==> config.mk <==
export PLATFORM = sky130hd
export DESIGN_NAME = sobel_gradient
export DESIGN_NICKNAME = d
export VERILOG_FILES = /design/src/source/edge_pkg.sv /design/src/source/sobel_gradient.sv
export VERILOG_INCLUDE_DIRS = /design/src /design/src/include
export SDC_FILE = /design/constraint.sdc
export NUM_CORES = 1
export LEC_CHECK = 0
export ABC_AREA = 1
export CORE_AREA = 2 2 63 65
export DETAILED_ROUTE_END_ITERATION = 7
export DIE_AREA = 0 0 65 67
export DONT_BUFFER_PORTS = 1
export GPL_ROUTABILITY_DRIVEN = 0
export PLACE_DENSITY_LB_ADDON = 0.2
export SYNTH_ARGS = -nofsm -noshare
export SYNTH_HDL_FRONTEND = slang
export SYNTH_SLANG_ARGS = --single-unit
==> constraint.sdc <==
create_clock -name vclk -period 2.9
set_clock_uncertainty 0.1 [all_clocks]
set_input_delay 0.29 -clock vclk [all_inputs]
set_output_delay 0.29 -clock vclk [all_outputs]
set_load 0.005 [all_outputs]
==> src/include/edge_defines.svh <==
`ifndef EDGE_DEFINES_SVH
`define EDGE_DEFINES_SVH

// Image geometry. The result side loses one pixel on each border.
`define EDGE_IMG_W 32
`define EDGE_OUT_W 30
`define EDGE_PIX_W 8
`define EDGE_ADDR_W 10

// APB map, byte addresses with one 32-bit word per pixel or result.
`define EDGE_APB_AW 14
`define EDGE_IMG_BASE 14'h0000
`define EDGE_RES_BASE 14'h1000
`define EDGE_CTRL_ADDR 14'h2000
`define EDGE_STAT_ADDR 14'h2004

`endif

==> src/source/edge_pkg.sv <==
`default_nettype none
`include "edge_defines.svh"

package edge_pkg;

    typedef logic signed [`EDGE_PIX_W-1:0] pixel_t;

    // Pixel 0 is the top left of the window, rows follow in order.
    typedef struct packed {
        pixel_t p0, p1, p2;
        pixel_t p3, p4, p5;
        pixel_t p6, p7, p8;
    } patch_t;

    typedef struct packed {
        logic [`EDGE_ADDR_W-1:0] a0, a1, a2;
        logic [`EDGE_ADDR_W-1:0] a3, a4, a5;
        logic [`EDGE_ADDR_W-1:0] a6, a7, a8;
    } window_addr_t;

    typedef struct packed {
        logic                    valid;
        logic [`EDGE_ADDR_W-1:0] addr;
        pixel_t                  data;
    } pixel_wr_t;

    typedef logic signed [11:0] grad_t; // Wide enough for +/-1020.

    typedef struct packed {
        logic                    valid;
        logic [`EDGE_ADDR_W-1:0] idx;
        logic [7:0]              mag;
    } result_wr_t;

    typedef struct packed {
        logic                    psel;
        logic                    penable;
        logic                    pwrite;
        logic [`EDGE_APB_AW-1:0] paddr;
        logic [31:0]             pwdata;
    } apb_req_t;

    typedef struct packed {
        logic [31:0] prdata;
        logic        pready;
        logic        pslverr;
    } apb_rsp_t;

endpackage

`default_nettype wire

==> src/source/sobel_gradient.sv <==
`timescale 1ns/1ps
`default_nettype none

module sobel_gradient #(
    parameter bit VERTICAL = 1'b0
) (
    input  wire edge_pkg::patch_t patch,
    output edge_pkg::grad_t       grad
);

    edge_pkg::grad_t px [9];

    // Sign extension to the gradient width, so the sums below cannot overflow.
    assign px[0] = edge_pkg::grad_t'(patch.p0);
    assign px[1] = edge_pkg::grad_t'(patch.p1);
    assign px[2] = edge_pkg::grad_t'(patch.p2);
    assign px[3] = edge_pkg::grad_t'(patch.p3);
    assign px[4] = edge_pkg::grad_t'(patch.p4);
    assign px[5] = edge_pkg::grad_t'(patch.p5);
    assign px[6] = edge_pkg::grad_t'(patch.p6);
    assign px[7] = edge_pkg::grad_t'(patch.p7);
    assign px[8] = edge_pkg::grad_t'(patch.p8);

    if (VERTICAL) begin : g_vertical
        // Bottom row minus top row.
        assign grad = (px[6] + (px[7] <<< 1) + px[8]) - (px[0] + (px[1] <<< 1) + px[2]);
    end else begin : g_horizontal
        // Right column minus left column.
        assign grad = (px[2] + (px[5] <<< 1) + px[8]) - (px[0] + (px[3] <<< 1) + px[6]);
    end

endmodule

`default_nettype wire

After elaboration in Yosys (flattened, before gate mapping)

Cells that the tools add are included.

Add/sub/neg operators: 5

Operators by type and width:

| cell                   | count |
|---|---|
| adder 10 x 8 -> 11 bit | 2 |
| adder 8 x 9 -> 10 bit  | 2 |
| subtractor 12 bit      | 1 |

Output and inout port bits: 12
Register bits after elaboration: 0

Longest topological paths before layout

Word-level depth: 3
Gate-level depth with buffers: 19
Mapped depth without buffers: 19

Worst setup path after synthesis

No wires, ideal clock.

Kind: input-to-output
From: input port patch[1] (netlist name)
To: output port grad[10]
Path slack: -163 ps
Arrival: 2673 ps
Path buffers: 0
Data required time: 2510 ps
Cell stages on the path: 15
Cell sequence: fa_1 -> ha_1 -> inv_1 -> fa_1 -> o21ai_2 -> nand3_1 -> nand3_1 -> nand2_1 -> ha_1 -> nand2_1 -> inv_1 -> a21oi_1 -> nand3_1 -> nand2_1 -> nand2_1

Cells in the longest elaborated chain, start to end: 2

Ends and longest elaborated chain:

| what                   | line                 | source |
|---|---|---|
| start, declared        | sobel_gradient.sv:7  | `input wire edge_pkg::patch_t patch,` |
| adder 10 x 8 -> 11 bit | sobel_gradient.sv:29 | `assign grad = (px[2] + (px[5] <<< 1) + px[8]) - (px[0] + (px[3] <<< 1) + px[6]);` |
| subtractor 12 bit      | sobel_gradient.sv:29 |  |
| end, declared          | sobel_gradient.sv:8  | `output edge_pkg::grad_t grad` |

Every way passes these cells.

Final worst setup path

Same ends and word-level chain as after synthesis.

==> flow_summary.yaml <==
placement:
  placedCellCount: 385
  io_buffers: 0
  place_hpwl_mm: 3.59
timing:
  tightest_slew_ns: 0.255
  rsz0062_at_grt: "yes"
  finalHoldViolations: 0
  min_period_ns: 3.14
  fin_crit_sh: 1.08
  setup_viol: 6
  finalWorstSetupSlack_ns: -0.245
  relSlewSlack: 0.830
  slew_viol_final: 0
  max_freq_ghz: 0.318
  finalSetupTns_ns: -1.08
global_route:
  grt_max_degree: 7
  grt_pass1_vias: 1826
  overflow: 0
  grt_pass1_wl_mm: 7.18
  grt_util_all_layers: 0.199
  antenna_found_initial: 0
drt:
  wl_met1_mm: 1.85
  wl_met3_um: 180
  drc: 0
  highest_layer: "met3"
  wl_mm: 4.18
  wl_per_cell_um: 10.8
  wl_met2_mm: 2.15
  ant_nets: 0
  via_per_inst: 5.02
  drt_pre_antenna_iters: 5
  num_vias: 1942
  drt-initial-drc-count: 46
final_layout:
  ff_latch_area_um2: 0
  nNetsFinal: 463
  area_growth_pct: 28.2
  seq_cells: 0
  drive_gt1_frac: 0.289
  fin_cells: 387
  nClkBuffers: 0
  diodes: 0
  fill_cells: 301
synth:
  synth_top_area_cell: "nand2_1"
  synth_area_mm2: 0.00193
  syn-num-nets: 430
  avgSynthCellArea_um2: 6.28
  synth_cell_types: 17
  synth.area.top_cells: "nand2_1 21%, ha_1 20%, fa_1 20%"
  synth.yosys.seq_area_share: 0
  synthCells: 308
  synth_top_area_frac: 0.212
  ys_top_cells_by_count: "109 x nand2_1, 57 x inv_1, 31 x ha_1"
  ys.warnings.count: 0
  synth.most_common_cell: "nand2_1"
floorplan:
  die_y_um: 67
  num_rows: 22
  die-area_mm2: 0.00436
  io_pins: 84
  die_x_um: 65
  core_region_area_mm2: 0.00361
  initial_core_util: 0.536
power:
  total_power_mw: 2.11
  combPwrFrac: 1.000
  swShare: 0.558
  seq_power_share: 0
  irDropWorstVdd_mv: 0.387
  p_leak_nw: 1.38
  pwr_density_cell_mw_per_mm2: 853
  p_clk_frac: 0
  p_switching_mw: 1.18
  p_int_uw: 934
critical_path:
  cp_slowest_cell: "fa_1"
  endpoint_kind: "primary output"
  critPathRequiredTime_ns: 2.51
  slowest_delay_ns: 0.55
  start_kind: "input pin"
  path_max_fanout: 4
  worstSetupPathType: "in2out"
  cp_data_arrival_time_ns: 2.75
  path_common_cell: "nand2_1"
  crit_chain: "fa_1 -> ha_2 -> inv_2 -> fa_2 -> o21ai_4 -> xor2_1 -> ha_1 -> a21oi_2 -> nand2_1 -> nand2_1 -> nand3_1 -> nand2_1 -> nand2_2"
flow_run:
  cap_violations: 0
status:
  status: "complete, but fails checks"
  violations: "negative setup slack"
cts:
  cts_hold_buf: 0
hold_path:
  hold_path_class: "in2out"
==> path summary, 6_finish.rpt <==
check,to,slack (ns),start,cells past startpoint
worst max-delay path,grad[10],-0.24,patch[1],13
worst min-delay path,grad[0],0.74,patch[64],3
==> cell families after synthesis <==
kind of cell / Yosys count / share of synthesized area
buf+inv: 62 / 0.120
simple gates: 165 / 0.368
xor+xnor: 13 / 0.0589
fa+ha+maj: 50 / 0.397
compound gates: 18 / 0.0556
==> per-layer routing <==
metal  global-route usage  vias to the layer above
met5                    0                        -
met4                    0                        0
met3               0.0101                        0
met2                0.390                       49
met1                0.253                      871
li1                     -                     1022
==> timing repair <==
item / CTS / global route
resized for setup: 18 / 21
setup buffers: 2 / 1
pin swaps: 13 / 11
endpoints found under the setup margin: 8 / 9
==> cells in the final DEF (no fill, tap or decap) <==
cell      instances
a21oi_1           7
a21oi_2           5
buf_4            31
fa_1             17
fa_2              2
ha_1             22
ha_2              3
ha_4              6
inv_1            54
inv_2             8
nand2_1          91
nand2_2          22
nand2_4           1
nand3_1          19
nand3_2           8
nand3b_1          1
nand4_1           7
nor2_1           12
nor2_2            4
o21ai_4           2
o21bai_1          4
xnor2_1           2
xnor2_2           2
xor2_1            5
xor2_2            3
xor2_4            1
==> layout make-up <==
cell class         instances  area [um^2]  share of cell area
multi-input cells        246         1950               0.788
repair buffers            31          233              0.0938
well taps                 48         60.1              0.0242
inverters                 62          233              0.0938
==> critical path: cells and delay by family <==
kind | cells | cell delay, ns
compound gates | 2 | 0.42
xor+xnor | 1 | 0.18
fa+ha+maj | 4 | 1.42
buf+inv | 1 | 0.04
simple gates | 5 | 0.42
==> power by group through the flow <==
stage,combinational (mW),sequential [mW],clock (mW)
2_1_floorplan,1.31,0,0
3_3_place_gp,1.77,0,0
3_5_place_dp,1.81,0,0
4_1_cts,1.99,0,0
5_1_grt,2.37,0,0
6_report,2.11,0,0
==> metrics by stage <==
step,hold WS (ns),worst slack (ns),area (um^2),utilization
2_1_floorplan,0.721,-0.0424,1990,-
3_3_place_gp,0.749,-0.181,2270,0.630
3_5_place_dp,0.757,-0.230,2270,0.630
4_1_cts,0.753,-0.185,2390,0.663
5_1_grt,0.772,-0.376,2480,0.688
6_report,0.745,-0.245,2480,0.688
(Power assumes the default switching activity.)
