## src/include/edge_defines.svh

```systemverilog
`ifndef EDGE_DEFINES_SVH
`define EDGE_DEFINES_SVH

// Image geometry. The result side loses one pixel on each border.
`define EDGE_IMG_W 32
`define EDGE_OUT_W 30
`define EDGE_PIX_W 8
`define EDGE_ADDR_W 10

// APB map, byte addresses with one 32-bit word per pixel or result.
`define EDGE_APB_AW 14
`define EDGE_IMG_BASE 14'h0000
`define EDGE_RES_BASE 14'h1000
`define EDGE_CTRL_ADDR 14'h2000
`define EDGE_STAT_ADDR 14'h2004

`endif

```

## src/source/edge_pkg.sv

```systemverilog
`default_nettype none
`include "edge_defines.svh"

package edge_pkg;

    typedef logic signed [`EDGE_PIX_W-1:0] pixel_t;

    // Pixel 0 is the top left of the window, rows follow in order.
    typedef struct packed {
        pixel_t p0, p1, p2;
        pixel_t p3, p4, p5;
        pixel_t p6, p7, p8;
    } patch_t;

    typedef struct packed {
        logic [`EDGE_ADDR_W-1:0] a0, a1, a2;
        logic [`EDGE_ADDR_W-1:0] a3, a4, a5;
        logic [`EDGE_ADDR_W-1:0] a6, a7, a8;
    } window_addr_t;

    typedef struct packed {
        logic                    valid;
        logic [`EDGE_ADDR_W-1:0] addr;
        pixel_t                  data;
    } pixel_wr_t;

    typedef logic signed [11:0] grad_t; // Wide enough for +/-1020.

    typedef struct packed {
        logic                    valid;
        logic [`EDGE_ADDR_W-1:0] idx;
        logic [7:0]              mag;
    } result_wr_t;

    typedef struct packed {
        logic                    psel;
        logic                    penable;
        logic                    pwrite;
        logic [`EDGE_APB_AW-1:0] paddr;
        logic [31:0]             pwdata;
    } apb_req_t;

    typedef struct packed {
        logic [31:0] prdata;
        logic        pready;
        logic        pslverr;
    } apb_rsp_t;

endpackage

`default_nettype wire

```

## src/source/edge_magnitude.sv

```systemverilog
`timescale 1ns/1ps
`default_nettype none

module edge_magnitude (
    input  wire                  clk,
    input  wire                  rst,
    input  wire edge_pkg::grad_t gx,
    input  wire edge_pkg::grad_t gy,
    input  wire                  load_done,
    output logic [7:0]           magnitude,
    output logic                 mag_valid
);

    logic [11:0] abs_x;
    logic [11:0] abs_y;
    logic [12:0] sum;

    assign abs_x = gx[11] ? 12'(-gx) : 12'(gx);
    assign abs_y = gy[11] ? 12'(-gy) : 12'(gy);
    assign sum   = {1'b0, abs_x} + {1'b0, abs_y};

    always_ff @(posedge clk) begin
        if (load_done) begin
            magnitude <= (sum > 13'd255) ? 8'hFF : sum[7:0]; // Saturate.
        end
    end

    always_ff @(posedge clk or negedge rst) begin
        if (!rst) begin
            mag_valid <= 1'b0;
        end else begin
            mag_valid <= load_done;
        end
    end

endmodule

`default_nettype wire

```

## config.mk

```make
export PLATFORM = sky130hd
export DESIGN_NAME = edge_magnitude
export DESIGN_NICKNAME = d
export VERILOG_FILES = /design/src/source/edge_pkg.sv /design/src/source/edge_magnitude.sv
export VERILOG_INCLUDE_DIRS = /design/src /design/src/include
export SDC_FILE = /design/constraint.sdc
export NUM_CORES = 1
export LEC_CHECK = 0
export ABC_AREA = 1
export BUFFER_PORTS_ARGS = -buffer_cell sky130_fd_sc_hd__buf_4
export CAP_MARGIN = 20
export CORE_AREA = 5 5 63 87
export CTS_CLUSTER_SIZE = 10
export DETAILED_ROUTE_END_ITERATION = 10
export DIE_AREA = 0 0 68 92
export SYNTH_ARGS = -nofsm -noshare
export SYNTH_HDL_FRONTEND = slang
export SYNTH_SLANG_ARGS = --single-unit
```

## constraint.sdc

```tcl
create_clock -name clk -period 1.1 [get_ports clk]
set_clock_uncertainty 0.15 [all_clocks]
set_input_delay 0.11 -clock clk [delete_from_list [all_inputs] [get_ports clk]]
set_output_delay 0.11 -clock clk [all_outputs]
set_load 0.05 [all_outputs]
```

# [Yosys cells after proc, flatten, opt, wreduce, memory -nomap -nowiden]
# Cells that the tools add are included.
[word_totals] ff_bits=9 latch_bits=0 inputBits=27 ramBits=0 word_cells=8 output_inout_bits=9 rom_bits=0 mem_count=0
[classes] multipliers=0 bitwise=0 div=0 muxes=2 eq_ne=0 magnitude_cmp=1 shift=0 n_addsub=3 n_reduce_logical=0
[op_table] operator="$mux W12" n=2
[op_table] operator="$neg A12 Y12" n=2
[op_table] operator="$add A12 B12 Y13" n=1
[op_table] operator="$gt A13 B8 Y1 const B" n=1

# [Logic depth before layout (Yosys ltp)]
[depth] word_depth=4 ltp_mapped=18 mapped_depth_nobuf=18

# [Worst setup path after synthesis]
# No wires, ideal clock.
[synth_timing] path_type="input port to flip-flop" start="input gy[1]" end="register magnitude[2], data pin" setup_time_ns=0.268 n_path_buf=0 t_arrival_ns=2.099 stages=16 required_time_ns=0.682 path_slack_ns=-1.417 path_cell_list="inv_1 ha_1 nand3_1 nor3_1 nand3_1 o21ai_0 xor2_1 ha_1 nand2_1 inv_1 a21oi_1 nand3_1 nand2_1 nand2_1 nor2_2 nand3_1"
[synth_between] elab_chain_len=4
[synth_rtl] item="from (decl)" line="edge_magnitude.sv:8" source="input wire edge_pkg::grad_t gy,"
[synth_rtl] item="$neg A12 Y12" line="edge_magnitude.sv:19" source="assign abs_y = gy[11] ? 12'(-gy) : 12'(gy);"
[synth_rtl] item="$mux W12 (*)" line="edge_magnitude.sv:19"
[synth_rtl] item="$add A12 B12 Y13 (*)" line="edge_magnitude.sv:20" source="assign sum = {1'b0, abs_x} + {1'b0, abs_y};"
[synth_rtl] item="$gt A13 B8 Y1" line="edge_magnitude.sv:24" source="magnitude <= (sum > 13'd255) ? 8'hFF : sum[7:0];"
[synth_rtl] item="to (signal assigned)" line="edge_magnitude.sv:24"
[synth_rtl] item="to (decl)" line="edge_magnitude.sv:10" source="output logic [7:0] magnitude,"
# Every way passes the cells marked *; elsewhere a longest branch is shown, timed or not.
# A chain may end at the register's enable or synchronous reset.

# [Final worst setup path]
[layout_timing] start="input gx[2]" end="register magnitude[1], data pin"
[layout_between] elab_chain_len=4
[layout_rtl] item="from (decl)" line="edge_magnitude.sv:7" source="input wire edge_pkg::grad_t gx,"
[layout_rtl] item="$neg A12 Y12" line="edge_magnitude.sv:18" source="assign abs_x = gx[11] ? 12'(-gx) : 12'(gx);"
[layout_rtl] item="$mux W12 (*)" line="edge_magnitude.sv:18"
[layout_rtl] item="$add A12 B12 Y13 (*)" line="edge_magnitude.sv:20"
[layout_rtl] item="$gt A13 B8 Y1 (*)" line="edge_magnitude.sv:24"
# Marked as above.

==> flow_summary.toml <==
[worst_hold_path]
hold_path_class = "in -> async"

[route]
drt-wirelength-per-cell_um = 10.3
ant_nets = 0
detail_route.drc_violations = 0
firstDrtPassIters = 4
wirelength_um = 3920
routed-via-count = 1732
starting_drt_drc_count = 41
viasPerCell = 4.53

[place]
dpl.hpwl_um = 3340
port-buffer-count = 35
placer_congestion = 0.843

[die]
die_y_um = 92
pin_count = 36
fp-row-count = 29
coreArea_um2 = 4540
die_area_um2 = 6260
initial_utilization = 0.322
floorplan.die.width_um = 68

[cts]
cts.path.max_buffers = 2
clock-sinks = 9
cts_root_buf = "clkbuf_8"
cts-buffers-inserted = 3
path_clk_slew_ps = 40
ctsHtreeMaxLevel = 1
tritoncts = "built"

[synthesis]
synth.top_cell.area_share = 0.164
syn_nets = 274
postSynthRegisterBits = 9
postSynthAreaPerCell_um2 = 6.30
synth-edff-count = 8
synth_largest_area_cell = "edfxtp_1"
synth.area.top_cells = "edfxtp_1 (16%), nand2_1 (16%), inv_1 (12%)"
ys_warn_count = 0
syn-instance-count = 232
asyncSetResetFlopFracSynth = 0.111
synth_area_um2 = 1460
postSynth.topFlopCell = "edfxtp_1"
yosysMostFrequentCell = "nand2_1"
post_synth_most_frequent_cells = "nand2_1 (63), inv_1 (47), nand3_1 (24), xor2_1 (20), nor2_1 (16)"
post_synth_num_cell_types = 23
ys_seq_area_frac = 0.181

[job]
max_cap_violations = 0

[cells_and_area]
area_delta_synth_final_pct = 67.3
antenna_cells = 0
finish.utilization = 0.540
final_layout_size_suffix_gt1_frac = 0.397
nets = 363

[worst_setup_path]
critical_path.max_fanout = 8
startpoint_type = "input pin"
crit_type = "in -> reg"
worstPathRequired_ps = 920
worst-endpoint-arrival_ps = 2240
timing.critical_path.to_type = "flip-flop"

[grt]
grt_remaining_overflow = 0
grt_max_degree = 10
grt_pass1_vias = 1728
grt_pass1_wl_um = 6730
gr-usage-all-layers = 0.135
initial_antenna_violation_count = 0

[power_and_ir_drop]
p_seq_frac = 0.177
netSwitchingFraction = 0.429
total_power_per_unit_cell_area_nw_per_um2 = 1020
worst_ir_drop_vdd_v = 0.000348
p_switching_mw = 1.07
leakage_power_total_nw = 1.29
combPwrFrac = 0.672
clock_power_share = 0.151
cell_internal_pwr_mw = 1.42
totalPowerFinal_mw = 2.49

[sta]
hold_violations = 0
setup_repair_after_global_routing_missed_its_margin = "yes"
timing.setup.tns_ps = -10520
achievable-frequency_ghz = 0.413
slew_headroom = 0.734
finalMaxSlewViolations = 0
finalCriticalPeriod_ps = 2420
report.final.setup_viol = 8
max_slew.worst_pin.slew_ps = 395
setup_ws_ps = -1320
fin_crit_sh = 2.20

[run_status]
violations = "negative setup slack"
status = "finished, violations left"
[layer usage]
| layer | GRT usage | routed length (um) | part of all wire | vias up |
|---|---|---|---|---|
| li1 | - | - | - | 913 |
| met1 | 0.134 | 1410 | 0.36 | 764 |
| met2 | 0.265 | 2230 | 0.57 | 41 |
| met3 | 0.00856 | 155 | 0.040 | 14 |
| met4 | 0.0630 | 133 | 0.034 | 0 |
| met5 | 0 | 0 | 0 | - |
[layout by cell type (no fill, tap or decap), types with 2 or more instances in the layout]
cell type	count
buf_4	78
nand2_1	58
inv_1	39
nand3_1	20
xor2_1	19
nor2_1	11
ha_1	10
edfxtp_1	8
nand4_1	6
inv_2	5
nor2_2	5
buf_6	5
nand2_2	4
nand3_2	4
o21ai_0	4
a21oi_2	4
a21oi_1	4
nand3b_1	3
xnor2_1	3
ha_4	3
clkbuf_8	3
nor3_4	2
o21ai_2	2
nor2_4	2
dlygate4sd3_1	2
[cells by family after synthesis]
logic type,Yosys count,share of synthesized area
compound gates,18,0.0659
xor+xnor,23,0.138
fa+ha+maj,15,0.133
buf+inv,49,0.126
flops,9,0.181
simple gates,118,0.356
[layout make-up]
cell class	count	area (um2)
fill	464	2090
inverter	47	196
sequential	9	265
multi-input combinational	174	1190
tap	62	77.6
clock buffer	4	45.0
timing repair buffer	86	677
[repair_timing]
item,in CTS,in global routing
hold buffers,2,0
hold endpoints to repair,2,0
buffers inserted,4,1
endpoints found under the setup margin,8,8
gates cloned,0,0
gates resized for setup,27,20
pin swaps,32,11
[power groups by stage]
stage	registers [mW]	logic [mW]	clock network, mW
final	0.439	1.67	0.376
after global routing	0.441	1.86	0.411
after CTS	0.440	1.63	0.380
after detailed placement	0.446	1.49	0
after global placement	0.443	1.47	0
after floorplan	0.595	0.784	0
[registers in the layout (all words and copies together), names as in the netlist]
name / flops
mag_valid: 1
magnitude: 8
[path summary, 6_finish.rpt]
kind | from | end | slack, ps | depth (start not counted)
max | gx[2] | magnitude[1] | -1320 | 16
min | rst | mag_valid | 40 | 2
max in group asynchronous | rst | mag_valid | 680 | 2
min in group clk | gy[0] | magnitude[0] | 150 | 4
[worst max-delay path, cell delays in order]
cell	delay, ps
buf_4	120
buf_4	130
inv_2	50
nand4_1	140
nand3b_1	240
nand2_1	110
xor2_1	150
ha_2	330
nand2_1	160
nor2_2	60
nand3_1	100
nand3_1	90
nand2_1	90
nand2_2	60
nor2_4	200
nand3_1	100
[stage by stage]
step / std cells / hold slack, ps / setup slack [ps] / area (um2)
3_3_place_gp: 371 / -264 / -1690 / 2180
2_1_floorplan: 232 / -336 / -1230 / 1510
4_1_cts: 381 / 40.7 / -1320 / 2370
6_report: 382 / 37.8 / -1320 / 2450
5_1_grt: 382 / 34.7 / -1560 / 2450
3_5_place_dp: 371 / -264 / -1710 / 2180
No activity file was read; power rests on OpenSTA's default activity.
