File: config.mk
export PLATFORM = sky130hd
export DESIGN_NAME = scan_controller
export DESIGN_NICKNAME = d
export VERILOG_FILES = /design/src/source/edge_pkg.sv /design/src/source/scan_controller.sv
export VERILOG_INCLUDE_DIRS = /design/src /design/src/include
export SDC_FILE = /design/constraint.sdc
export NUM_CORES = 1
export LEC_CHECK = 0
export ABC_AREA = 1
export BUFFER_PORTS_ARGS = -buffer_cell sky130_fd_sc_hd__clkbuf_2
export CAP_MARGIN = 10
export CORE_ASPECT_RATIO = 2
export CORE_MARGIN = 2
export CORE_UTILIZATION = 48
export DETAILED_ROUTE_END_ITERATION = 12
export PLACE_DENSITY_LB_ADDON = 0.08
export SYNTH_ARGS = -nofsm -noshare
export SYNTH_HDL_FRONTEND = slang
export SYNTH_SLANG_ARGS = --single-unit
File: constraint.sdc
create_clock -name clk -period 4.5 [get_ports clk]
set_clock_uncertainty 0.05 [all_clocks]
set_input_delay 0.675 -clock clk [delete_from_list [all_inputs] [get_ports clk]]
set_output_delay 0.675 -clock clk [all_outputs]
set_load 0.005 [all_outputs]
File: src/include/edge_defines.svh
`ifndef EDGE_DEFINES_SVH
`define EDGE_DEFINES_SVH

// Image geometry. The result side loses one pixel on each border.
`define EDGE_IMG_W 32
`define EDGE_OUT_W 30
`define EDGE_PIX_W 8
`define EDGE_ADDR_W 10

// APB map, byte addresses with one 32-bit word per pixel or result.
`define EDGE_APB_AW 14
`define EDGE_IMG_BASE 14'h0000
`define EDGE_RES_BASE 14'h1000
`define EDGE_CTRL_ADDR 14'h2000
`define EDGE_STAT_ADDR 14'h2004

`endif

File: src/source/edge_pkg.sv
`default_nettype none
`include "edge_defines.svh"

package edge_pkg;

    typedef logic signed [`EDGE_PIX_W-1:0] pixel_t;

    // Pixel 0 is the top left of the window, rows follow in order.
    typedef struct packed {
        pixel_t p0, p1, p2;
        pixel_t p3, p4, p5;
        pixel_t p6, p7, p8;
    } patch_t;

    typedef struct packed {
        logic [`EDGE_ADDR_W-1:0] a0, a1, a2;
        logic [`EDGE_ADDR_W-1:0] a3, a4, a5;
        logic [`EDGE_ADDR_W-1:0] a6, a7, a8;
    } window_addr_t;

    typedef struct packed {
        logic                    valid;
        logic [`EDGE_ADDR_W-1:0] addr;
        pixel_t                  data;
    } pixel_wr_t;

    typedef logic signed [11:0] grad_t; // Wide enough for +/-1020.

    typedef struct packed {
        logic                    valid;
        logic [`EDGE_ADDR_W-1:0] idx;
        logic [7:0]              mag;
    } result_wr_t;

    typedef struct packed {
        logic                    psel;
        logic                    penable;
        logic                    pwrite;
        logic [`EDGE_APB_AW-1:0] paddr;
        logic [31:0]             pwdata;
    } apb_req_t;

    typedef struct packed {
        logic [31:0] prdata;
        logic        pready;
        logic        pslverr;
    } apb_rsp_t;

endpackage

`default_nettype wire

File: src/source/scan_controller.sv
`timescale 1ns/1ps
`default_nettype none
`include "edge_defines.svh"

module scan_controller (
    input  wire                       clk,
    input  wire                       rst,
    input  wire                       scan_start,
    input  wire                       load_done,
    input  wire                       mag_valid,
    input  wire [7:0]                 magnitude,
    output logic                      load,
    output logic                      load_full_patch,
    output edge_pkg::window_addr_t    window,
    output edge_pkg::result_wr_t      result_wr,
    output logic                      scan_busy,
    output logic                      scan_done
);

    localparam logic [4:0] LAST_POS = 5'(`EDGE_OUT_W - 1);
    localparam logic [9:0] ROW      = 10'(`EDGE_IMG_W);

    typedef enum logic [1:0] {S_IDLE, S_LOAD, S_DRAIN} state_t;

    state_t     state;
    logic [4:0] x;
    logic [4:0] y;
    logic [9:0] base;
    logic [9:0] res_idx;

    always_ff @(posedge clk or negedge rst) begin
        if (!rst) begin
            state     <= S_IDLE;
            x         <= 5'd0;
            y         <= 5'd0;
            scan_done <= 1'b0;
        end else begin
            case (state)
                S_IDLE: begin
                    if (scan_start) begin
                        state     <= S_LOAD;
                        x         <= 5'd0;
                        y         <= 5'd0;
                        scan_done <= 1'b0;
                    end
                end
                S_LOAD: begin
                    if (load_done) begin
                        if (y != LAST_POS) begin
                            y <= y + 5'd1;
                        end else if (x != LAST_POS) begin
                            x <= x + 5'd1; // Next column starts again at the top.
                            y <= 5'd0;
                        end else begin
                            state <= S_DRAIN;
                        end
                    end
                end
                S_DRAIN: begin
                    if (mag_valid) begin
                        state     <= S_IDLE;
                        scan_done <= 1'b1;
                    end
                end
                default: state <= S_IDLE;
            endcase
        end
    end

    // The window moves on at load_done, so its result index is kept for mag_valid.
    always_ff @(posedge clk) begin
        if (load && load_done) begin
            res_idx <= 10'(y) * 10'(`EDGE_OUT_W) + 10'(x);
        end
    end

    assign base = 10'(y) * ROW + 10'(x);

    always_comb begin
        window.a0 = base;
        window.a1 = base + 10'd1;
        window.a2 = base + 10'd2;
        window.a3 = base + ROW;
        window.a4 = base + ROW + 10'd1;
        window.a5 = base + ROW + 10'd2;
        window.a6 = base + 2 * ROW;
        window.a7 = base + 2 * ROW + 10'd1;
        window.a8 = base + 2 * ROW + 10'd2;
    end

    assign load            = (state == S_LOAD);
    assign load_full_patch = (y == 5'd0);
    assign scan_busy       = (state != S_IDLE);

    assign result_wr.valid = mag_valid;
    assign result_wr.idx   = res_idx;
    assign result_wr.mag   = magnitude;

    result_idx_range: assert property (
        @(posedge clk) disable iff (!rst)
        result_wr.valid |-> (result_wr.idx < 10'(`EDGE_OUT_W*`EDGE_OUT_W))
    ) else $error("Result index beyond the result memory.");

endmodule

`default_nettype wire

# Word level (Yosys, flattened, before mapping)
# Cells that the tools add are included.
# totals
register_bits	23
output_inout_bits	113
# classes
n_addsub	12
multipliers	1
n_eq_ne	11
n_mux	18
reduce_logical	10
# op_table
cell	n
2-to-1 mux 5 bit	7
adder 10 x 1 -> 10 bit (second input constant)	3
adder 10 x 2 -> 10 bit (second input constant)	3
adder 10 x 5 -> 10 bit	2
case mux 5 bit (2 select lines)	2
adder 10 x 6 -> 10 bit (second input constant)	1
adder 10 x 7 -> 10 bit (second input constant)	1
adder 5 x 1 -> 5 bit (second input constant)	2
2-to-1 mux 2 bit	5
!= test 2 bit (second input constant)	5
!= test 5 bit (second input constant)	2
AND reduction 5 bit	2
multiplier 5 x 4 -> 9 bit (second input constant)	1
case mux 2 bit (3 select lines)	1
nonzero test 2 bit	3
zero test 5 bit	1
AND reduction 4 bit	1
!= test 3 x 1 -> 1 bit (second input constant)	1
AND reduction 3 bit	1
equality test 2 x 1 -> 1 bit (second input constant)	1
equality test 2 bit (second input constant)	1
zero test 2 bit	1
2-to-1 mux 1 bit	2
!= test 2 x 1 -> 1 bit (second input constant)	1
other kinds (2)	2

# Logic depth before layout (Yosys ltp)
# depth
depth_word	5
depth_mapped	15
mapped_depth_nobuf	15

# Worst setup path after synthesis
# Ideal clock, no wire load.
# synth_timing
path_type	register to register
startpoint	register y[1]
endpoint	register res_idx[9] (data pin)
arrival_ns	3.014
t_required_ns	4.198
slack_ns	1.184
path_stages_with_launch	16
synth_period_minus_slack_ns	3.316
cell_sequence	dfrtp_1 fa_1 inv_1 fa_1 inv_1 fa_1 ha_1 nand2_1 nor2_1 nor2_1 nor2_1 nand3_1 nor2_1 nand2_1 nand2_1 nand2_1
# synth_between
elab_chain_cells	2
# synth_rtl
item	line_no	text
from (decl)	scan_controller.sv:27	logic [4:0] y;
from (signal assigned)	scan_controller.sv:50	y <= y + 5'd1;
multiplier 5 x 4 -> 9 bit	scan_controller.sv:73	res_idx <= 10'(y) * 10'(`EDGE_OUT_W) + 10'(x);
adder 10 x 5 -> 10 bit	scan_controller.sv:73	
to (signal assigned)	scan_controller.sv:73	
to (decl)	scan_controller.sv:29	logic [9:0] res_idx;
# Every way passes these cells.
# A chain may end at the register's enable or synchronous reset.

# Worst setup path after layout
# layout_timing
startpoint	register y[0]
endpoint	register res_idx[9] (data pin)
# Same word-level chain as after synthesis.

==> qor.txt <==
Die Width: 56.6 um
startpoint types: register
gpl congestion: 0.827
critical path class: reg -> reg
per-cell routed wire length: 13.8 um
share of cells above drive strength 1: 0.367
synth unique cells: 34
die area: 0.00618 mm^2
first-pass GRT wire length: 9720 um
Crit path required time: 4.47 ns
P&R area growth vs syn: 12.5%
H-tree depth reported by CTS: 1
status: finished, final reports clean
biggest area consumer among synthesized cells: dfrtp_1
share of the synthesized area in the top cell type: 0.123
buffers and inverters on the worst path: 2
via count: 2201
reg2reg start: y[0]
Final WS setup: 0.911 ns
crit path from: y[0]
Congestion Overflow GR: 0
pwr dens: 979 mW/mm^2
Post-CTS Repair Setup Buffers: 0
largest net degree at the start of global routing: 28
syn nets: 375
routed wire length: 6260 um
vias in the first global route: 2080
setup TNS: 0 ns
reg2reg path depth: 15
drt drc: 0
FF+latch count, synth: 23
pre-CTS setup slack: 0.899 ns
initial antenna violation count: 0
Hold Crit Class: in -> async
# setup viols final: 0
Seq/Total Area, Yosys: 0.236
TritonCTS clock tree: built
met3 wire length: 200 um
VDD IR max: 0.746 mV
Leak: 1.67 nW
post-synthesis cell area: 0.00265 mm^2
initial DRC count: 53
met2 wire len: 3640 um
Clock Tree Root: clkbuf_8
RR Endpoint: res_idx[9]
clock sink count: 23
Pre-Repair DR Iteration Count: 4
Worst-path clk slew: 0.09 ns
all-layer global routing usage: 0.200
clock buffer depth: 2
# resized after CTS: 0
uppermost layer routed: met4
Die Ht: 109 um
RSZ-0062 raised after global routing: false
endpoints failing hold: 0
Worst Tran Pin Value: 0.874 ns
yosys warns: 0
clock insertion delay at the later pin of the skew report: 0.27 ns
# hold bufs at CTS: 0
slowest CP cell: fa_1
Max Slew Vio Count: 0
M1 wire length: 2250 um
Final Cycle Share: 0.797
Row Count: 38
Worst Path Arrival: 3.56 ns
setup slack, reg-to-reg: 0.91 ns
headroom to the max-slew limit: 0.417
ANT cells: 0
CP Depth: 15
Post-DRT Antenna Nets: 0
max cap viols: 0
CP delay by family, top: adder cells
Layout Nets: 443
port buffer count: 109
Crit Path Max Fanout: 13
Critical Path Max Stage Delay: 0.63 ns
crit path to: res_idx[9]
Mean Syn Cell Area: 8.09 um^2
IO Pins: 126
Post-DP HPWL: 5320 um
top cells by area, synth: dfrtp_1 (12%), ha_1 (12%), buf_4 (12%)
FMAX: 279 MHz
CORE AREA: 0.00537 mm^2
via density per instance: 4.84
Setup crit end kind: register
Final Hold Slack: 0.253 ns
worst-path cell chain: fa_1 -> inv_1 -> fa_1 -> inv_1 -> fa_1 -> ha_1 -> nand2_1 -> nor2_1 -> nor2_1 -> nor2_1 -> nand3_1 -> nor2_1 -> nand2_1 -> nand2_1 -> nand2_1
Final min period: 3.59 ns
Post-Syn Instances: 328
Initial Utilization: 0.494
TritonCTS buffer count: 3
==> how the worst min path moves through the flow <==
stage / startpoint / endpoint / slack [ns] / cells after the start
5_1_grt: rst / x[2] / 0.29 / 1
4_1_cts: rst / x[2] / 0.27 / 1
2_1_floorplan: rst / scan_done / 0.33 / 0
3_3_place_gp: scan_done / scan_done / 0.43 / 1
3_5_place_dp: scan_done / scan_done / 0.46 / 1
6_report: rst / x[2] / 0.25 / 1
==> placed cells by master (no fill, tap or decap), types with 5 or more instances in the layout <==
cell type,count
nand2_1,65
clkbuf_2,109
o22ai_1,5
xnor2_1,5
inv_2,9
xor2_1,21
nand3_1,14
inv_1,45
edfxtp_1,10
nand4_1,6
nor2_2,5
nor2_1,14
fa_1,8
dfrtp_1,13
ha_1,26
a21oi_1,5
o21ai_1,8
==> logic make-up (layout without fill, tap and decap cells) <==
logic type	Yosys count	in the layout	synth area share
buffers and inverters	100	167	0.203
adder cells (fa/ha/maj)	34	34	0.183
flip-flops	23	23	0.236
AND/OR/NAND/NOR	114	114	0.198
AO/OA/AOI/OAI	27	27	0.0703
XOR/XNOR	30	30	0.110
==> sequential cells by signal (all words and copies together), names as in the netlist <==
name,count
res_idx,10
x,5
y,5
state,2
scan_done,1
==> layer usage <==
metal,up-vias,GRT usage
li1,1116,-
met1,1017,0.209
met2,58,0.407
met3,10,0.0107
met4,0,0.0663
met5,-,0
==> Yosys cell counts (all sizes together) <==
cell type and count:
nor2 21, o32ai 1, o21ai 13, a32o 1, nor3 2, clkbuf 2
xor2 23, nand3b 1, nand4 6, buf 44, o21a 1, fa 8
dfrtp 13, inv 54, edfxtp 10, a21oi 6, nand3 15, ha 26
o22ai 5, xnor2 7, nand2 69
==> per-stage QoR <==
step | util | cell area (um^2) | total power, mW | cells
2_1_floorplan | - | 2650 | 2.25 | 328
5_1_grt | 0.556 | 2990 | 3.28 | 455
3_3_place_gp | 0.547 | 2940 | 2.81 | 451
4_1_cts | 0.556 | 2990 | 2.98 | 455
3_5_place_dp | 0.547 | 2940 | 2.85 | 451
6_report | 0.556 | 2990 | 2.92 | 455
==> area by class of cell <==
cell class                 count  area (um^2)
multi-input combinational    205         1490
clock inverter                 1         5.00
fill                         550         2390
sequential                    23          626
tap                           60         75.1
inverter                      54          203
timing repair buffer         109          546
clock buffer                   3         41.3
==> where the power goes <==
| part | internal [mW] | total [mW] | switching, mW |
|---|---|---|---|
| Clock | 0.0618 | 0.131 | 0.0687 |
| Combinational | 0.965 | 2.25 | 1.29 |
| Sequential | 0.388 | 0.541 | 0.153 |
| Total | 1.42 | 2.92 | 1.51 |
Power figures use the tool's default switching activity.
