===== config.mk =====
export PLATFORM = sky130hd
export DESIGN_NAME = patch_data_latch
export DESIGN_NICKNAME = d
export VERILOG_FILES = /design/src/source/edge_pkg.sv /design/src/source/patch_data_latch.sv
export VERILOG_INCLUDE_DIRS = /design/src /design/src/include
export SDC_FILE = /design/constraint.sdc
export NUM_CORES = 1
export LEC_CHECK = 0
export ABC_AREA = 1
export BUFFER_PORTS_ARGS = -buffer_cell sky130_fd_sc_hd__buf_2
export CAP_MARGIN = 20
export CORE_MARGIN = 4
export CORE_UTILIZATION = 40
export DETAILED_ROUTE_END_ITERATION = 16
export PLACE_DENSITY = 0.72
export SLEW_MARGIN = 20
export SYNTH_ARGS = -nofsm -noshare
export SYNTH_HDL_FRONTEND = slang
export SYNTH_SLANG_ARGS = --single-unit

===== constraint.sdc =====
create_clock -name clk -period 2.51 [get_ports clk]
set_input_delay 0.1255 -clock clk [delete_from_list [all_inputs] [get_ports clk]]
set_output_delay 0.1255 -clock clk [all_outputs]
set_load 0.01 [all_outputs]

===== src/include/edge_defines.svh =====
`ifndef EDGE_DEFINES_SVH
`define EDGE_DEFINES_SVH

// Image geometry. The result side loses one pixel on each border.
`define EDGE_IMG_W 32
`define EDGE_OUT_W 30
`define EDGE_PIX_W 8
`define EDGE_ADDR_W 10

// APB map, byte addresses with one 32-bit word per pixel or result.
`define EDGE_APB_AW 14
`define EDGE_IMG_BASE 14'h0000
`define EDGE_RES_BASE 14'h1000
`define EDGE_CTRL_ADDR 14'h2000
`define EDGE_STAT_ADDR 14'h2004

`endif


===== src/source/edge_pkg.sv =====
`default_nettype none
`include "edge_defines.svh"

package edge_pkg;

    typedef logic signed [`EDGE_PIX_W-1:0] pixel_t;

    // Pixel 0 is the top left of the window, rows follow in order.
    typedef struct packed {
        pixel_t p0, p1, p2;
        pixel_t p3, p4, p5;
        pixel_t p6, p7, p8;
    } patch_t;

    typedef struct packed {
        logic [`EDGE_ADDR_W-1:0] a0, a1, a2;
        logic [`EDGE_ADDR_W-1:0] a3, a4, a5;
        logic [`EDGE_ADDR_W-1:0] a6, a7, a8;
    } window_addr_t;

    typedef struct packed {
        logic                    valid;
        logic [`EDGE_ADDR_W-1:0] addr;
        pixel_t                  data;
    } pixel_wr_t;

    typedef logic signed [11:0] grad_t; // Wide enough for +/-1020.

    typedef struct packed {
        logic                    valid;
        logic [`EDGE_ADDR_W-1:0] idx;
        logic [7:0]              mag;
    } result_wr_t;

    typedef struct packed {
        logic                    psel;
        logic                    penable;
        logic                    pwrite;
        logic [`EDGE_APB_AW-1:0] paddr;
        logic [31:0]             pwdata;
    } apb_req_t;

    typedef struct packed {
        logic [31:0] prdata;
        logic        pready;
        logic        pslverr;
    } apb_rsp_t;

endpackage

`default_nettype wire


===== src/source/patch_data_latch.sv =====
`timescale 1ns/1ps
`default_nettype none

module patch_data_latch (
    input  wire                         clk,
    input  wire                         rst,
    input  wire                         load,
    input  wire                         load_full_patch,
    input  wire edge_pkg::window_addr_t window,
    input  wire signed [7:0]            data1,
    input  wire signed [7:0]            data2,
    output logic [9:0]                  addr1,
    output logic [9:0]                  addr2,
    output edge_pkg::patch_t            patch,
    output logic                        load_done
);

    // State 0 is idle, 1 to 5 each latch the pixels addressed the cycle before.
    logic [2:0] state;

    always_ff @(posedge clk or negedge rst) begin
        if (!rst) begin
            state     <= 3'd0;
            load_done <= 1'b0;
        end else if (load && !load_done) begin
            case (state)
                3'd0: state <= load_full_patch ? 3'd1 : 3'd4; // A slide skips to the bottom row.
                3'd1, 3'd2, 3'd3, 3'd4: state <= state + 3'd1;
                3'd5: begin
                    state     <= 3'd0;
                    load_done <= 1'b1;
                end
                default: state <= 3'd0;
            endcase
        end else if (load) begin
            state     <= 3'd0;
            load_done <= 1'b0;
        end
    end

    always_ff @(posedge clk) begin
        if (load && !load_done) begin
            case (state)
                3'd0: begin
                    if (load_full_patch) begin
                        addr1 <= window.a0;
                        addr2 <= window.a1;
                    end else begin
                        addr1    <= window.a6;
                        addr2    <= window.a7;
                        patch.p0 <= patch.p3; // Rows one and two move up.
                        patch.p1 <= patch.p4;
                        patch.p2 <= patch.p5;
                        patch.p3 <= patch.p6;
                        patch.p4 <= patch.p7;
                        patch.p5 <= patch.p8;
                    end
                end
                3'd1: begin
                    patch.p0 <= data1;
                    patch.p1 <= data2;
                    addr1    <= window.a2;
                    addr2    <= window.a3;
                end
                3'd2: begin
                    patch.p2 <= data1;
                    patch.p3 <= data2;
                    addr1    <= window.a4;
                    addr2    <= window.a5;
                end
                3'd3: begin
                    patch.p4 <= data1;
                    patch.p5 <= data2;
                    addr1    <= window.a6;
                    addr2    <= window.a7;
                end
                3'd4: begin
                    patch.p6 <= data1;
                    patch.p7 <= data2;
                    addr1    <= window.a8; // Only one pixel left, port 2 idles.
                end
                3'd5: patch.p8 <= data1;
                default: ;
            endcase
        end
    end

    full_flag_stable: assert property (
        @(posedge clk) disable iff (!rst)
        (load && state != 3'd0) |-> $stable(load_full_patch)
    ) else $error("load_full_patch changed during a patch fetch.");

endmodule

`default_nettype wire


Yosys cells after proc, flatten, opt, wreduce, memory -nomap -nowiden
Index checks and enable logic that the tools add are counted.
W data, S select, Z words.
{"block": "word_totals", "regBits": 96, "input_bits": 110, "out_inout_bits": 93}
{"block": "classes", "addsub": 1, "n_eq_ne": 7, "mux": 15, "reduce_logical": 18}
{"cell": "$pmux W16 S2", "count": 3}
{"cell": "$pmux W10 S5", "count": 1}
{"cell": "$mux W48", "count": 1}
{"cell": "$pmux W10 S4", "count": 1}
{"cell": "$mux W10", "count": 2}
{"cell": "$reduce_and A2 Y1", "count": 5}
{"cell": "$mux W3", "count": 3}
{"cell": "$reduce_and A3 Y1", "count": 3}
{"cell": "$reduce_bool A2 Y1", "count": 4}
{"cell": "$eq A3 B2 Y1 const B", "count": 2}
{"cell": "$eq A3 B3 Y1 const B", "count": 2}
{"cell": "$pmux W3 S2", "count": 1}
{"cell": "$reduce_bool A5 Y1", "count": 1}
{"cell": "$reduce_bool A4 Y1", "count": 1}
{"cell": "$reduce_or A4 Y1", "count": 1}
{"cell": "$add A3 B1 Y3 const B", "count": 1}
{"cell": "$eq A3 B1 Y1 const B", "count": 1}
{"cell": "$logic_not A3 Y1", "count": 1}
{"cell": "$mux W1", "count": 3}
{"cell": "$ne A2 B1 Y1 const B", "count": 1}
{"cell": "$ne A2 B2 Y1 const B", "count": 1}
{"cell": "$logic_and A1 B1 Y1", "count": 1}
{"cell": "$logic_not A1 Y1", "count": 1}

Longest topological paths before layout
{"block": "logic_depth", "ltp_word": 4, "depth_mapped": 9, "mapped_depth_nobuf": 8}

Worst setup path before layout
OpenSTA, ideal clock, no wires.
{"block": "synth_timing", "path_kind": "reg-to-reg", "from": "reg state[0]", "to": "reg patch[40] (netlist name), enable pin", "arrival_time_ps": 1957, "path_slack_ps": 159, "path_stages_with_launch": 8, "path_buffers": 1, "synth_period_minus_slack_ps": 2351, "cell_sequence": "dfrtp_1 -> inv_1 -> ha_1 -> inv_1 -> nor2_8 -> buf_4 -> nand2_1 -> a21oi_1"}
{"block": "synth_via", "elab_chain_cells": 3, "elab_cells_between_ends": 5}
{"item": "start: declaration", "line": "patch_data_latch.sv:19", "source": "logic [2:0] state;"}
{"item": "start signal: assignment", "line": "patch_data_latch.sv:27", "source": "3'd0: state <= load_full_patch ? 3'd1 : 3'd4;"}
{"item": "start signal: assignment", "line": "patch_data_latch.sv:28", "source": "3'd1, 3'd2, 3'd3, 3'd4: state <= state + 3'd1;"}
{"item": "$eq A3 B2 Y1 / $logic_not A3 Y1 (equally long branches)", "line": "patch_data_latch.sv:43", "source": "case (state)"}
{"item": "$reduce_bool A2 Y1 (no line) / $ne A2 B2 Y1 (equally long branches)"}
{"item": "$reduce_and A3 Y1 (no line) *"}
{"item": "end: declaration", "line": "patch_data_latch.sv:14", "source": "output edge_pkg::patch_t patch,"}
Every way passes the cells marked *; elsewhere a longest branch is shown, timed or not.
A chain may end at the register's enable or synchronous reset.

Worst setup path in the final report
{"block": "layout_timing", "from": "reg state[0]", "to": "reg addr2[6], enable pin"}
{"block": "layout_via", "elab_chain_cells": 3, "elab_cells_between_ends": 6}
{"item": "$eq A3 B2 Y1 (tied with other cells)", "line": "patch_data_latch.sv:43"}
{"item": "$reduce_bool A4 Y1 (no line) *"}
{"item": "$reduce_and A2 Y1 (no line) *"}
{"item": "end signal: assignment", "line": "patch_data_latch.sv:47", "source": "addr2 <= window.a1;"}
{"item": "end signal: assignment", "line": "patch_data_latch.sv:50", "source": "addr2 <= window.a7;"}
{"item": "end signal: assignment", "line": "patch_data_latch.sv:63", "source": "addr2 <= window.a3;"}
{"item": "end: declaration", "line": "patch_data_latch.sv:13", "source": "output logic [9:0] addr2,"}
Marks and branches as above.

==> impl_metrics.py <==
metrics = {
    "floorplan": {
        "core-area_mm2": 0.01098,
        "rows": 38,
        "ioPinCount": 203,
        "dieWidth_um": 114.8,
        "die_h_um": 114.8,
        "start_util": 0.4150,
        "die_area_mm2": 0.01317,
    },
    "yosys": {
        "ys_top_cells_by_area": "edfxtp_1 61%, nand2_1 12%, o21ai_0 7.2%",
        "syn_inst": 469,
        "yosysUniqueCellTypes": 22,
        "syn-cell-area_mm2": 0.004558,
        "ys_warn_count": 0,
        "synth_area_leader_cell": "edfxtp_1",
        "syn_avg_cell_area_um2": 9.719,
        "ys_seq_area_frac": 0.6281,
        "ys_seq_elements": 96,
        "synth_nets": 584,
        "synth_top_cell_area_share": 0.6061,
    },
    "setup_path": {
        "critPathSlowestCell": "a21oi_1",
        "critPathTopFamily": "compound AO/OA/AOI/OAI gates",
        "arrival_ns": 2.20,
        "critPathKind": "reg2reg",
        "cp-end-kind": "register",
        "r2r_cells": 6,
        "path_cells": "inv_1, ha_1, inv_1, nor2_1, nor2_1, a21oi_1",
        "cpPeakStageDelay_ns": 0.72,
        "cp-start-kind": "register",
        "r2r_slack_ns": 0.27,
        "r2r_start": "state[0]",
        "cp_max_fo": 10,
        "crit_start": "state[0]",
        "r2r-end": "addr2[6]",
        "worst-path-buf-inv": 2,
        "cp.required_ns": 2.47,
    },
    "finish": {
        "area_growth_pct": 36.51,
        "register_area_mm2": 0.002863,
        "finalNonFillerCells": 833,
        "drive_gt1_frac": 0.3506,
        "fill_cells": 940,
        "antennaDiodeCount": 0,
        "multi_input_area_mm2": 0.001353,
        "fin_util": 0.5665,
        "nets": 803,
    },
    "timing": {
        "tightest_slew_ns": 0.9252,
        "slew_headroom": 0.3832,
        "drv_slew": 0,
        "finalSetupViolations": 0,
        "finalWorstPathRequiredPeriod_ns": 2.237,
        "fmax_mhz": 447.0,
        "fin_skew_ns": 0.007781,
        "rsz0062_at_grt": "no",
        "tns_ns": 0,
        "post-route-period-util": 0.8914,
        "hold_viol_final": 0,
    },
    "detailed_routing": {
        "top_layer_used": "met4",
        "ant_nets": 0,
        "avgViaCountPerCell": 4.963,
        "wl_met1_um": 5048,
        "first_iter_violations": 276,
        "avgRoutedWirePerCell_um": 15.62,
        "route.detailed.drc": 0,
        "wl_met3_um": 1402,
        "dr.pass1.iters": 5,
        "route.met2.wl_um": 6316,
        "route.vias.total": 4134,
        "routed_wl_um": 13010,
    },
    "clocking": {
        "ctsHoldBuffers": 17,
        "cts_tree": "done",
        "cts_num_sinks": 96,
        "cts-resized-gates": 0,
        "cts_buffer_depth": 2,
        "path_clk_slew_ns": 0.06,
        "clk_latency_ns": 0.34,
        "cts_setup_buffers": 0,
        "root_buffer": "clkbuf_16",
        "cts_buffers": 9,
        "h-tree-depth": 3,
    },
    "place": {
        "hpwlAfterDp_um": 10040,
        "gp_congestion": 0.8642,
        "place.port_buffers": 202,
        "place_inst": 800,
    },
    "min_path": {
        "holdCritStartpoint": "data1[4]",
        "min_to": "patch[20]",
        "min_path_type": "in2reg",
        "holdPathStages": 1,
    },
    "global_route": {
        "track_usage": 0.1908,
        "antenna_found_initial": 0,
        "grt_pass1_wl_um": 19440,
        "grt_pass1_vias": 3955,
        "grt.overflow.total": 0,
        "grt_max_degree": 42,
    },
    "status": {
        "status": "complete, no violations",
    },
    "run": {
        "cap_violations": 0,
    },
    "power_and_ir_drop": {
        "total_leakage_power_nw": 2.920,
        "powerDensity_mw_per_mm2": 1031,
        "ir_worst_vdd_mv": 0.3761,
    },
}
sequential cells by signal, summed over array words and instances (netlist names):
signal,flops
patch,72
load_done,1
addr1,10
addr2,10
state,3
synthesized netlist by cell type:
library cell  instances
buf_4                 2
clkbuf_1              5
nand2_1             149
o21ai_2               1
nand3_1              12
nor2_8                1
nor2_1                7
dfrtp_1               4
nand2_2               1
nand4_1              10
edfxtp_1             92
inv_2                 8
o21ai_1              22
nor3_4                1
buf_6                 2
a21oi_1              15
nor2_4                1
ha_1                  5
clkinv_1              1
o21ai_0              66
inv_1                51
buf_2                13
per-stage QoR:
stage | hold slack, ns | power [mW] | setup slack [ns] | cell area, um2
after global routing | 0.01019 | 6.810 | 0.1501 | 6222
final | 0.03155 | 6.415 | 0.2726 | 6222
after global placement | -0.06100 | 4.841 | 0.3584 | 5709
after floorplan | -0.1701 | 4.000 | 0.1590 | 4558
after detailed placement | -0.05970 | 4.893 | 0.2400 | 5709
after CTS | 0.008262 | 6.482 | 0.2552 | 6222
layer usage:
layer / vias to the layer above / track usage
li1: 2009 / -
met3: 18 / 0.05526
met5: - / 0
met1: 1853 / 0.2318
met2: 254 / 0.3244
met4: 0 / 0.06964
how the worst max path moves through the flow:
stage                end  depth (start not counted)
2_1_floorplan  patch[40]                          7
3_3_place_gp    addr2[0]                          6
3_5_place_dp    addr2[6]                          6
6_report        addr2[6]                          6
4_1_cts         addr2[2]                          6
5_1_grt         addr2[0]                          6
final cells by class:
type | count | share of cell area
inverters | 60 | 0.03620
clock buffers | 9 | 0.03620
clock inverters | 7 | 0.01890
well taps | 140 | 0.02815
multi-input cells | 291 | 0.2174
repair buffers | 230 | 0.2031
flip-flops and latches | 96 | 0.4601
power by group:
| part | switching, mW | internal [mW] |
|---|---|---|
| sequential | 0.209 | 2.47 |
| clock | 0.580 | 0.975 |
| combinational | 1.40 | 0.782 |
| total | 2.19 | 4.23 |
cells by family (layout without fill, tap and decap cells):
| group | Yosys count | after routing | synth area share |
|---|---|---|---|
| adders and majority gates | 5 | 5 | 0.01372 |
| DFF | 96 | 96 | 0.6281 |
| AOI/OAI and AO/OA | 104 | 104 | 0.1150 |
| buffers and inverters | 82 | 306 | 0.07603 |
| and+or+nand+nor | 182 | 182 | 0.1672 |
placed cells by master, fill, tap and decap left out, drive strengths merged:
master,instances
a21oi,15
buf,213
bufinv,3
clkbuf,9
clkinv,4
dfrtp,4
dlygate4sd3,17
edfxtp,92
ha,5
inv,60
nand2,150
nand3,12
nand4,10
nor2,9
nor3,1
o21ai,89
Power figures use the tool's default switching activity.
